--- src/hw/tomasuloPkg.sv ---
`default_nettype none

package tomasuloPkg;

    // ====================
    // widths and sizes

    localparam int dataWidth   = 32;
    localparam int numRegs     = 8;
    localparam int regIdxWidth = 3;
    localparam int numSlots    = 4;
    localparam int tagWidth    = 3;   // slot i carries tag i+1
    localparam int immWidth    = 16;

    typedef logic [dataWidth-1:0]   data_t;
    typedef logic [regIdxWidth-1:0] regIdx_t;
    typedef logic [tagWidth-1:0]    tag_t;

    // a register or operand with this tag already holds its value
    localparam tag_t tagNone = '0;

    // ====================
    // instruction format

    typedef enum logic [2:0] {
        opAdd,
        opSub,
        opAnd,
        opOr,
        opXor,
        opSll,
        opLoadi
    } opcode_t;

    typedef struct packed {
        opcode_t               op;
        regIdx_t               dst;
        regIdx_t               src1;
        regIdx_t               src2;
        logic [3:0]            spare;
        logic [immWidth-1:0]   imm;
    } instr_t;

endpackage

`default_nettype wire

--- src/hw/execIf.sv ---
`timescale 1ns/100ps
`default_nettype none

// one operation per cycle from the reservation station to the ALU
interface execIf;

    logic                  valid;
    tomasuloPkg::tag_t     tag;
    tomasuloPkg::opcode_t  op;
    tomasuloPkg::data_t    a;
    tomasuloPkg::data_t    b;

    modport station (output valid, tag, op, a, b);

    modport unit (input valid, tag, op, a, b);

endinterface

`default_nettype wire

--- src/hw/issueIf.sv ---
`timescale 1ns/100ps
`default_nettype none

// renamed instruction on its way into the reservation station
interface issueIf;

    logic                                valid;
    tomasuloPkg::opcode_t                op;
    tomasuloPkg::tag_t                   tag;    // slot that receives the entry
    tomasuloPkg::data_t                  val1;
    tomasuloPkg::tag_t                   q1;
    tomasuloPkg::data_t                  val2;
    tomasuloPkg::tag_t                   q2;
    logic [tomasuloPkg::immWidth-1:0]    imm;

    modport issuer (output valid, op, tag, val1, q1, val2, q2, imm);

    modport station (input valid, op, tag, val1, q1, val2, q2, imm);

endinterface

`default_nettype wire

--- src/hw/execCore.sv ---
`timescale 1ns/100ps
`default_nettype none

module execCore (
    input  wire                       clk,
    input  wire                       rst,
    input  wire                       cyc,
    input  wire                       stb,
    input  wire                       we,
    input  wire tomasuloPkg::regIdx_t adr,
    input  wire tomasuloPkg::data_t   datIn,
    output tomasuloPkg::data_t        datOut,
    output logic                      ack,
    output logic                      cdbValid,
    output tomasuloPkg::tag_t         cdbTag,
    output tomasuloPkg::data_t        cdbData
);

    logic [tomasuloPkg::numSlots-1:0] slotFree;
    logic                             resValid;
    tomasuloPkg::tag_t                resTag;
    tomasuloPkg::data_t               resData;

    issueIf issueBus ();
    execIf  execBus ();

    // ====================
    // issue, station, ALU, then back around over the CDB

    issueUnit u_issueUnit (
        .clk      (clk),
        .rst      (rst),
        .cyc      (cyc),
        .stb      (stb),
        .we       (we),
        .adr      (adr),
        .datIn    (datIn),
        .datOut   (datOut),
        .ack      (ack),
        .slotFree (slotFree),
        .cdbValid (cdbValid),
        .cdbTag   (cdbTag),
        .cdbData  (cdbData),
        .issue    (issueBus.issuer)
    );

    reservationStation u_reservationStation (
        .clk      (clk),
        .rst      (rst),
        .issue    (issueBus.station),
        .exec     (execBus.station),
        .slotFree (slotFree),
        .cdbValid (cdbValid),
        .cdbTag   (cdbTag),
        .cdbData  (cdbData)
    );

    intAlu u_intAlu (
        .clk      (clk),
        .rst      (rst),
        .exec     (execBus.unit),
        .resValid (resValid),
        .resTag   (resTag),
        .resData  (resData)
    );

    resultBuffer u_resultBuffer (
        .clk      (clk),
        .rst      (rst),
        .resValid (resValid),
        .resTag   (resTag),
        .resData  (resData),
        .cdbValid (cdbValid),
        .cdbTag   (cdbTag),
        .cdbData  (cdbData)
    );

endmodule

`default_nettype wire

--- src/hw/intAlu.sv ---
`timescale 1ns/100ps
`default_nettype none

module intAlu (
    input  wire                clk,
    input  wire                rst,
    execIf.unit                exec,
    output logic               resValid,
    output tomasuloPkg::tag_t  resTag,
    output tomasuloPkg::data_t resData
);

    tomasuloPkg::data_t result;

    always_comb begin
        case (exec.op)
            tomasuloPkg::opAdd:   result = exec.a + exec.b;
            tomasuloPkg::opSub:   result = exec.a - exec.b;
            tomasuloPkg::opAnd:   result = exec.a & exec.b;
            tomasuloPkg::opOr:    result = exec.a | exec.b;
            tomasuloPkg::opXor:   result = exec.a ^ exec.b;
            tomasuloPkg::opSll:   result = exec.a << exec.b[4:0];
            tomasuloPkg::opLoadi: result = exec.a;   // imm already zero-extended by the station
            default:              result = '0;
        endcase
    end

    always_ff @(posedge clk or posedge rst) begin
        if (rst) begin
            resValid <= 1'b0;
        end else begin
            resValid <= exec.valid;
        end
    end

    always_ff @(posedge clk) begin
        if (exec.valid) begin
            resTag  <= exec.tag;
            resData <= result;
        end
    end

endmodule

`default_nettype wire

--- src/hw/issueUnit.sv ---
`timescale 1ns/100ps
`default_nettype none

module issueUnit (
    input  wire                             clk,
    input  wire                             rst,
    input  wire                             cyc,
    input  wire                             stb,
    input  wire                             we,
    input  wire tomasuloPkg::regIdx_t       adr,
    input  wire tomasuloPkg::data_t         datIn,
    output tomasuloPkg::data_t              datOut,
    output logic                            ack,
    input  wire [tomasuloPkg::numSlots-1:0] slotFree,
    input  wire                             cdbValid,
    input  wire tomasuloPkg::tag_t          cdbTag,
    input  wire tomasuloPkg::data_t         cdbData,
    issueIf.issuer                          issue
);

    tomasuloPkg::data_t regVal [tomasuloPkg::numRegs];
    tomasuloPkg::tag_t  regTag [tomasuloPkg::numRegs];   // pending writer per register

    tomasuloPkg::instr_t              instr;
    logic [tomasuloPkg::numSlots-1:0] freeLow;
    tomasuloPkg::tag_t                newTag;
    tomasuloPkg::data_t               val1;
    tomasuloPkg::data_t               val2;
    tomasuloPkg::tag_t                q1;
    tomasuloPkg::tag_t                q2;
    logic                             request;
    logic                             doIssue;
    logic                             doRead;

    assign instr   = datIn;
    assign request = cyc & stb & ~ack;   // no second ack while the master still sees this one
    assign doIssue = request & we & (|slotFree);
    assign doRead  = request & ~we & (regTag[adr] == tomasuloPkg::tagNone);
    assign freeLow = slotFree & (-slotFree);

    always_comb begin
        newTag = tomasuloPkg::tagNone;
        for (int i = 0; i < tomasuloPkg::numSlots; i++) begin
            if (freeLow[i]) begin
                newTag = tomasuloPkg::tag_t'(i + 1);
            end
        end
    end

    // ====================
    // operand renaming with CDB bypass

    always_comb begin
        val1 = regVal[instr.src1];
        q1   = regTag[instr.src1];
        val2 = regVal[instr.src2];
        q2   = regTag[instr.src2];
        if (cdbValid && q1 == cdbTag) begin
            val1 = cdbData;
            q1   = tomasuloPkg::tagNone;
        end
        if (cdbValid && q2 == cdbTag) begin
            val2 = cdbData;
            q2   = tomasuloPkg::tagNone;
        end
    end

    always_ff @(posedge clk or posedge rst) begin
        if (rst) begin
            ack         <= 1'b0;
            issue.valid <= 1'b0;
            for (int r = 0; r < tomasuloPkg::numRegs; r++) begin
                regVal[r] <= '0;
                regTag[r] <= tomasuloPkg::tagNone;
            end
        end else begin
            ack         <= doIssue | doRead;
            issue.valid <= doIssue;
            for (int r = 0; r < tomasuloPkg::numRegs; r++) begin
                if (cdbValid && regTag[r] == cdbTag) begin
                    regVal[r] <= cdbData;
                    regTag[r] <= tomasuloPkg::tagNone;
                end
            end
            if (doIssue) begin
                regTag[instr.dst] <= newTag;   // a retag in the same cycle wins over the CDB
            end
        end
    end

    always_ff @(posedge clk) begin
        if (doIssue) begin
            issue.op   <= instr.op;
            issue.tag  <= newTag;
            issue.val1 <= val1;
            issue.q1   <= q1;
            issue.val2 <= val2;
            issue.q2   <= q2;
            issue.imm  <= instr.imm;
        end
        if (doRead) begin
            datOut <= regVal[adr];
        end
    end

endmodule

`default_nettype wire

--- src/hw/reservationStation.sv ---
`timescale 1ns/100ps
`default_nettype none

module reservationStation (
    input  wire                             clk,
    input  wire                             rst,
    issueIf.station                         issue,
    execIf.station                          exec,
    output logic [tomasuloPkg::numSlots-1:0] slotFree,
    input  wire                             cdbValid,
    input  wire tomasuloPkg::tag_t          cdbTag,
    input  wire tomasuloPkg::data_t         cdbData
);

    tomasuloPkg::opcode_t             slotOp  [tomasuloPkg::numSlots];
    logic [tomasuloPkg::immWidth-1:0] slotImm [tomasuloPkg::numSlots];
    tomasuloPkg::data_t               val1    [tomasuloPkg::numSlots];
    tomasuloPkg::data_t               val2    [tomasuloPkg::numSlots];
    tomasuloPkg::tag_t                q1      [tomasuloPkg::numSlots];
    tomasuloPkg::tag_t                q2      [tomasuloPkg::numSlots];

    logic [tomasuloPkg::numSlots-1:0] busy;
    logic [tomasuloPkg::numSlots-1:0] dispatched;
    logic [tomasuloPkg::numSlots-1:0] ready;
    logic [tomasuloPkg::numSlots-1:0] pick;

    assign slotFree = ~busy;
    assign pick     = ready & (-ready);   // lowest ready slot only

    always_comb begin
        for (int i = 0; i < tomasuloPkg::numSlots; i++) begin
            ready[i] = busy[i] & ~dispatched[i] &
                       (q1[i] == tomasuloPkg::tagNone) & (q2[i] == tomasuloPkg::tagNone);
        end
    end

    // ====================
    // dispatch

    always_comb begin
        exec.valid = |pick;
        exec.tag   = tomasuloPkg::tagNone;
        exec.op    = tomasuloPkg::opAdd;
        exec.a     = '0;
        exec.b     = '0;
        for (int i = 0; i < tomasuloPkg::numSlots; i++) begin
            if (pick[i]) begin
                exec.tag = tomasuloPkg::tag_t'(i + 1);
                exec.op  = slotOp[i];
                exec.a   = (slotOp[i] == tomasuloPkg::opLoadi) ?
                           tomasuloPkg::data_t'(slotImm[i]) : val1[i];
                exec.b   = val2[i];
            end
        end
    end

    always_ff @(posedge clk or posedge rst) begin
        if (rst) begin
            busy       <= '0;
            dispatched <= '0;
        end else begin
            for (int i = 0; i < tomasuloPkg::numSlots; i++) begin
                if (issue.valid && issue.tag == tomasuloPkg::tag_t'(i + 1)) begin
                    busy[i]       <= 1'b1;
                    dispatched[i] <= 1'b0;
                end else if (cdbValid && cdbTag == tomasuloPkg::tag_t'(i + 1)) begin
                    busy[i]       <= 1'b0;   // slot lives until its own result is out
                    dispatched[i] <= 1'b0;
                end else if (pick[i]) begin
                    dispatched[i] <= 1'b1;
                end
            end
        end
    end

    // ====================
    // operand capture

    always_ff @(posedge clk) begin
        for (int i = 0; i < tomasuloPkg::numSlots; i++) begin
            if (issue.valid && issue.tag == tomasuloPkg::tag_t'(i + 1)) begin
                slotOp[i]  <= issue.op;
                slotImm[i] <= issue.imm;
                val1[i]    <= (cdbValid && issue.q1 == cdbTag) ? cdbData : issue.val1;
                q1[i]      <= (cdbValid && issue.q1 == cdbTag) ? tomasuloPkg::tagNone : issue.q1;
                val2[i]    <= (cdbValid && issue.q2 == cdbTag) ? cdbData : issue.val2;
                q2[i]      <= (cdbValid && issue.q2 == cdbTag) ? tomasuloPkg::tagNone : issue.q2;
            end else if (busy[i] && cdbValid) begin
                if (q1[i] == cdbTag) begin
                    val1[i] <= cdbData;
                    q1[i]   <= tomasuloPkg::tagNone;
                end
                if (q2[i] == cdbTag) begin
                    val2[i] <= cdbData;
                    q2[i]   <= tomasuloPkg::tagNone;
                end
            end
        end
    end

endmodule

`default_nettype wire

--- src/hw/resultBuffer.sv ---
`timescale 1ns/100ps
`default_nettype none

module resultBuffer (
    input  wire                      clk,
    input  wire                      rst,
    input  wire                      resValid,
    input  wire tomasuloPkg::tag_t   resTag,
    input  wire tomasuloPkg::data_t  resData,
    output logic                     cdbValid,
    output tomasuloPkg::tag_t        cdbTag,
    output tomasuloPkg::data_t       cdbData
);

    tomasuloPkg::data_t               bufData [tomasuloPkg::numSlots];
    logic [tomasuloPkg::numSlots-1:0] occupied;
    logic [tomasuloPkg::numSlots-1:0] pick;
    logic [tomasuloPkg::numSlots-1:0] incoming;

    // broadcast order is slot order and has nothing to do with program order
    assign pick = occupied & (-occupied);

    always_comb begin
        for (int i = 0; i < tomasuloPkg::numSlots; i++) begin
            incoming[i] = resValid && (resTag == tomasuloPkg::tag_t'(i + 1));
        end
    end

    always_ff @(posedge clk or posedge rst) begin
        if (rst) begin
            occupied <= '0;
            cdbValid <= 1'b0;
            cdbTag   <= tomasuloPkg::tagNone;
        end else begin
            occupied <= (occupied & ~pick) | incoming;
            cdbValid <= |occupied;
            cdbTag   <= tomasuloPkg::tagNone;
            for (int i = 0; i < tomasuloPkg::numSlots; i++) begin
                if (pick[i]) begin
                    cdbTag <= tomasuloPkg::tag_t'(i + 1);
                end
            end
        end
    end

    always_ff @(posedge clk) begin
        for (int i = 0; i < tomasuloPkg::numSlots; i++) begin
            if (incoming[i]) begin
                bufData[i] <= resData;
            end
            if (pick[i]) begin
                cdbData <= bufData[i];
            end
        end
    end

endmodule

`default_nettype wire

--- config.mk ---
export PLATFORM = sky130hd
export DESIGN_NAME = execCore
export DESIGN_NICKNAME = d
export VERILOG_FILES = /design/src/hw/tomasuloPkg.sv /design/src/hw/execIf.sv /design/src/hw/issueIf.sv /design/src/hw/execCore.sv /design/src/hw/intAlu.sv /design/src/hw/issueUnit.sv /design/src/hw/reservationStation.sv /design/src/hw/resultBuffer.sv
export SDC_FILE = /design/constraint.sdc
export NUM_CORES = 2
export LEC_CHECK = 0
export ABC_AREA = 1
export BUFFER_PORTS_ARGS = -buffer_cell sky130_fd_sc_hd__clkbuf_2
export CORE_MARGIN = 10
export CORE_UTILIZATION = 30
export DETAILED_ROUTE_END_ITERATION = 10
export SETUP_SLACK_MARGIN = 0.15
export SLEW_MARGIN = 20
export SYNTH_ARGS = -nofsm -noshare
export SYNTH_HDL_FRONTEND = slang
export SYNTH_SLANG_ARGS = --single-unit
--- constraint.sdc ---
create_clock -name clk -period 14.49 [get_ports clk]
set_input_delay 1.449 -clock clk [delete_from_list [all_inputs] [get_ports clk]]
set_output_delay 1.449 -clock clk [all_outputs]
set_load 0.01 [all_outputs]
==> results.md <==
* Status: complete, no violations
* Post-DR vias/cell at between 5 and 6
* First-pass GRT wire length at 274,000 um
* Share of layout cells above drive strength 1 at 7.89%
* DP HPWL at about 120,000 um
* Clock skew at approximately 0.053 ns
* WP buf/inv at 6
* Register area share after synthesis at 52.0%
* Fin crit period at 6.93 ns
* Routed wire per std cell at 21.5 um
* Setup Buffers After CTS at 0
* Final core occ at 33.5%
* Hold WS at 0.483 ns
* VDD IR-drop max at 0.0926 mV
* Max-slew violations at 0
* H-tree depth at 3
* FP Rows at between 150 and 200
* Clk root buf: clkbuf_16
* Synthesized instance count at 6,327
* Hold Path Origin: u_intAlu.resData[22]
* Worst Hold Path EP: u_resultBuffer.bufData[3][22]
* Drt pass-1 iters at 8
* Post-synthesis cell type count at 60
* FF+latch count, synth at 974
* RSZ-0062 raised after global routing: no
* Die ar. at 195,000 um2
* Post-synth EDFFs at approximately 670
* Most frequent cells in the layout: nand2_1, o21ai_0, nor2_1
* Leak Pwr at 0.0226 uW
* Commonest non-fill, non-tap cell in the layout: nand2_1
* Worst-path clk slew at 0.06 ns
* Crit Reg-Reg Startpoint: u_reservationStation.busy[1]
* DRT antenna net count at 0
* Cells on Worst Hold Path at 0
* CP startpoint kind: flop
* Area of the multi-input gates at around 23,000 um2
* R2R setup slack at about 7.6 ns
* Ys Warns at 0
* Core footprint at 176,000 um2
* Port Buffers at between 100 and 150
* Initial Utilization at 30.2%
* Cts hold-fix bufs at 0
* Total grt overflow at 0
* Final Cell Area at 59,100 um2
* Async SR Flop Fraction at a little under a third
* Nets at 6,288
* Largest net degree at the start of global routing at 101
* Period utilization at a little under half
* Clock buffer count from CTS at between 100 and 150
* Reg-to-Reg End: u_intAlu.resData[17]
* Placed Area at 55,700 um2
* Max-cap violation count at 0
* Final setup TNS at 0 ns
* Die width at 442 um
* Post-CTS Resized at 0
* Worst min path class: flop to flop
* Die Y at 442 um
* Number of fill cells at 18,100
* Worst Path Max Fanout at 43
* Max Freq at 144 MHz
* Max_slew headroom at 25.7%
* Predominant post-synthesis flop cell: edfxtp_1
* Area growth syn-to-layout at 10.9%
* Post-route DRC at 0
* WP data required at 14.94 ns
* Syn avg cell area at 8.42 um2
* Slowest stage delay, CP at 0.60 ns
* Worst-Skew Late Latency at about 0.75 ns
* Slowest-stage cell, CP: o21ai_0
* Vias in the first global route at 43,100
* PwrDens at 114 nW/um2
* Final setup violation count at 0
* All-Layer GR Usage at 18.2%
* Starting DRT DRC Count at ~5,300
* Max Root-Sink Buffers at 3
* Register area at 27,700 um2
* Critical path class: flop to flop
* Gpl congestion at 0.907
* Critical Path Most Common Cell: nand2_1
* Cell family with most CP delay: simple AND/OR/NAND/NOR gates
* Fin. Hold Viols at 0
* Post-Syn Nets at between 6,000 and 7,000
* Initial antenna violation count at 4
* Syn Std Cell Area at 53,300 um2
* Slew @ Worst Pin at 1.12 ns
* Total routed wirelength at 185,000 um
* Detailed-route via count at 46,700
* CTS tree: done
* Clock sink total at 974
* R2R depth at 29
* CP Capture Type: flop
* I/O pin count at about 110
* Critical Path AT at 7.38 ns
==> sequential cells by signal, summed over array words and instances (netlist names), 12 cells and up <==
signal / cells
u_intAlu.resData: 32
u_issueUnit.datOut: 32
u_issueUnit.issue.imm: 16
u_issueUnit.issue.val1: 32
u_issueUnit.issue.val2: 32
u_issueUnit.regTag: 24
u_issueUnit.regVal: 256
u_reservationStation.q1: 12
u_reservationStation.q2: 12
u_reservationStation.slotImm: 64
u_reservationStation.slotOp: 12
u_reservationStation.val1: 128
u_reservationStation.val2: 128
u_resultBuffer.bufData: 128
u_resultBuffer.cdbData: 32
==> power breakdown <==
group	internal, uW	leakage (uW)	total (uW)	switching, uW
Sequential	3090	0.0102	3180	90.3
Combinational	291	0.0108	915	625
Clock	1520	0.00165	2670	1160
Total	4900	0.0226	6770	1870
==> cell families (layout without fill, tap and decap cells) <==
logic type               count (synthesis)  count (layout)  synth area share (%)
flip-flops                             974             974                  52.0
other                                    0               1                     0
XOR/XNOR                                46              46                 0.756
AO/OA/AOI/OAI                         1837            1837                  18.8
adder cells (fa/ha/maj)                 98              98                  2.31
buffers and inverters                  822             734                  6.19
AND/OR/NAND/NOR                       2550            2550                  20.0
==> synthesized netlist by cell type, types with 7 or more instances <==
library cell | count | area [um2]
nand2_1 | 1324 | 4970
o21ai_0 | 1201 | 6010
nor2_1 | 732 | 2750
edfxtp_1 | 669 | 20100
clkbuf_1 | 360 | 1350
nand3_1 | 319 | 1600
inv_1 | 315 | 1180
dfrtp_1 | 299 | 7480
a21oi_1 | 258 | 1290
o22ai_1 | 126 | 788
ha_1 | 97 | 1210
o211ai_1 | 75 | 563
buf_2 | 72 | 360
o221ai_1 | 70 | 613
nand4_1 | 44 | 275
a31oi_1 | 39 | 244
buf_1 | 28 | 105
xor2_1 | 26 | 228
o21ai_1 | 20 | 100
xnor2_1 | 20 | 175
inv_2 | 19 | 71.3
nand2_2 | 19 | 119
nand3_2 | 17 | 170
nand3b_1 | 15 | 113
nor3_1 | 15 | 75.1
buf_4 | 14 | 105
nor2_2 | 14 | 87.6
nor4_1 | 12 | 75.1
o2111ai_1 | 11 | 96.3
or2_2 | 10 | 62.6
buf_6 | 9 | 101
nor2_4 | 9 | 101
nand3_4 | 7 | 123
==> worst max-delay path by stage <==
stage          cells after the start                         start              endpoint  slack (ns)
2_1_floorplan                      1                           rst     u_intAlu.resValid        4.78
3_3_place_gp                      29  u_reservationStation.busy[1]  u_intAlu.resData[17]        7.67
3_5_place_dp                      29  u_reservationStation.busy[1]  u_intAlu.resData[17]        7.65
4_1_cts                           29  u_reservationStation.busy[1]  u_intAlu.resData[17]        7.60
5_1_grt                           28  u_reservationStation.busy[1]  u_intAlu.resData[29]        7.23
6_report                          29  u_reservationStation.busy[1]  u_intAlu.resData[17]        7.56
==> metrics by stage <==
| stage | std cells | worst slack [ns] | total power [uW] |
|---|---|---|---|
| floorplan | 6327 | 4.78 | 3840 |
| global placement | 8380 | 7.67 | 4110 |
| global route | 8579 | 7.23 | 7050 |
| CTS | 8577 | 7.60 | 6790 |
| finish | 8580 | 7.56 | 6770 |
| detailed placement | 8380 | 7.65 | 4130 |
==> layer usage <==
layer	track usage, %	share of wire (%)	vias to the layer above	routed length (um)
met5	0	0.010	-	19
met4	5.90	3.0	2	5510
met3	3.74	10	367	19200
met2	29.0	45	2435	82700
met1	24.8	42	22400	77500
li1	-	-	21500	-
==> area by class of cell <==
| class | count | area share [%] |
|---|---|---|
| clock buffer | 141 | 4.85 |
| clock inverter | 56 | 0.884 |
| multi-input combinational | 4531 | 38.2 |
| inverter | 339 | 2.18 |
| timing repair buffer | 198 | 2.15 |
| antenna | 1 | 0.00423 |
| tap | 2340 | 4.95 |
| sequential | 974 | 46.8 |
(Power assumes the default switching activity.)
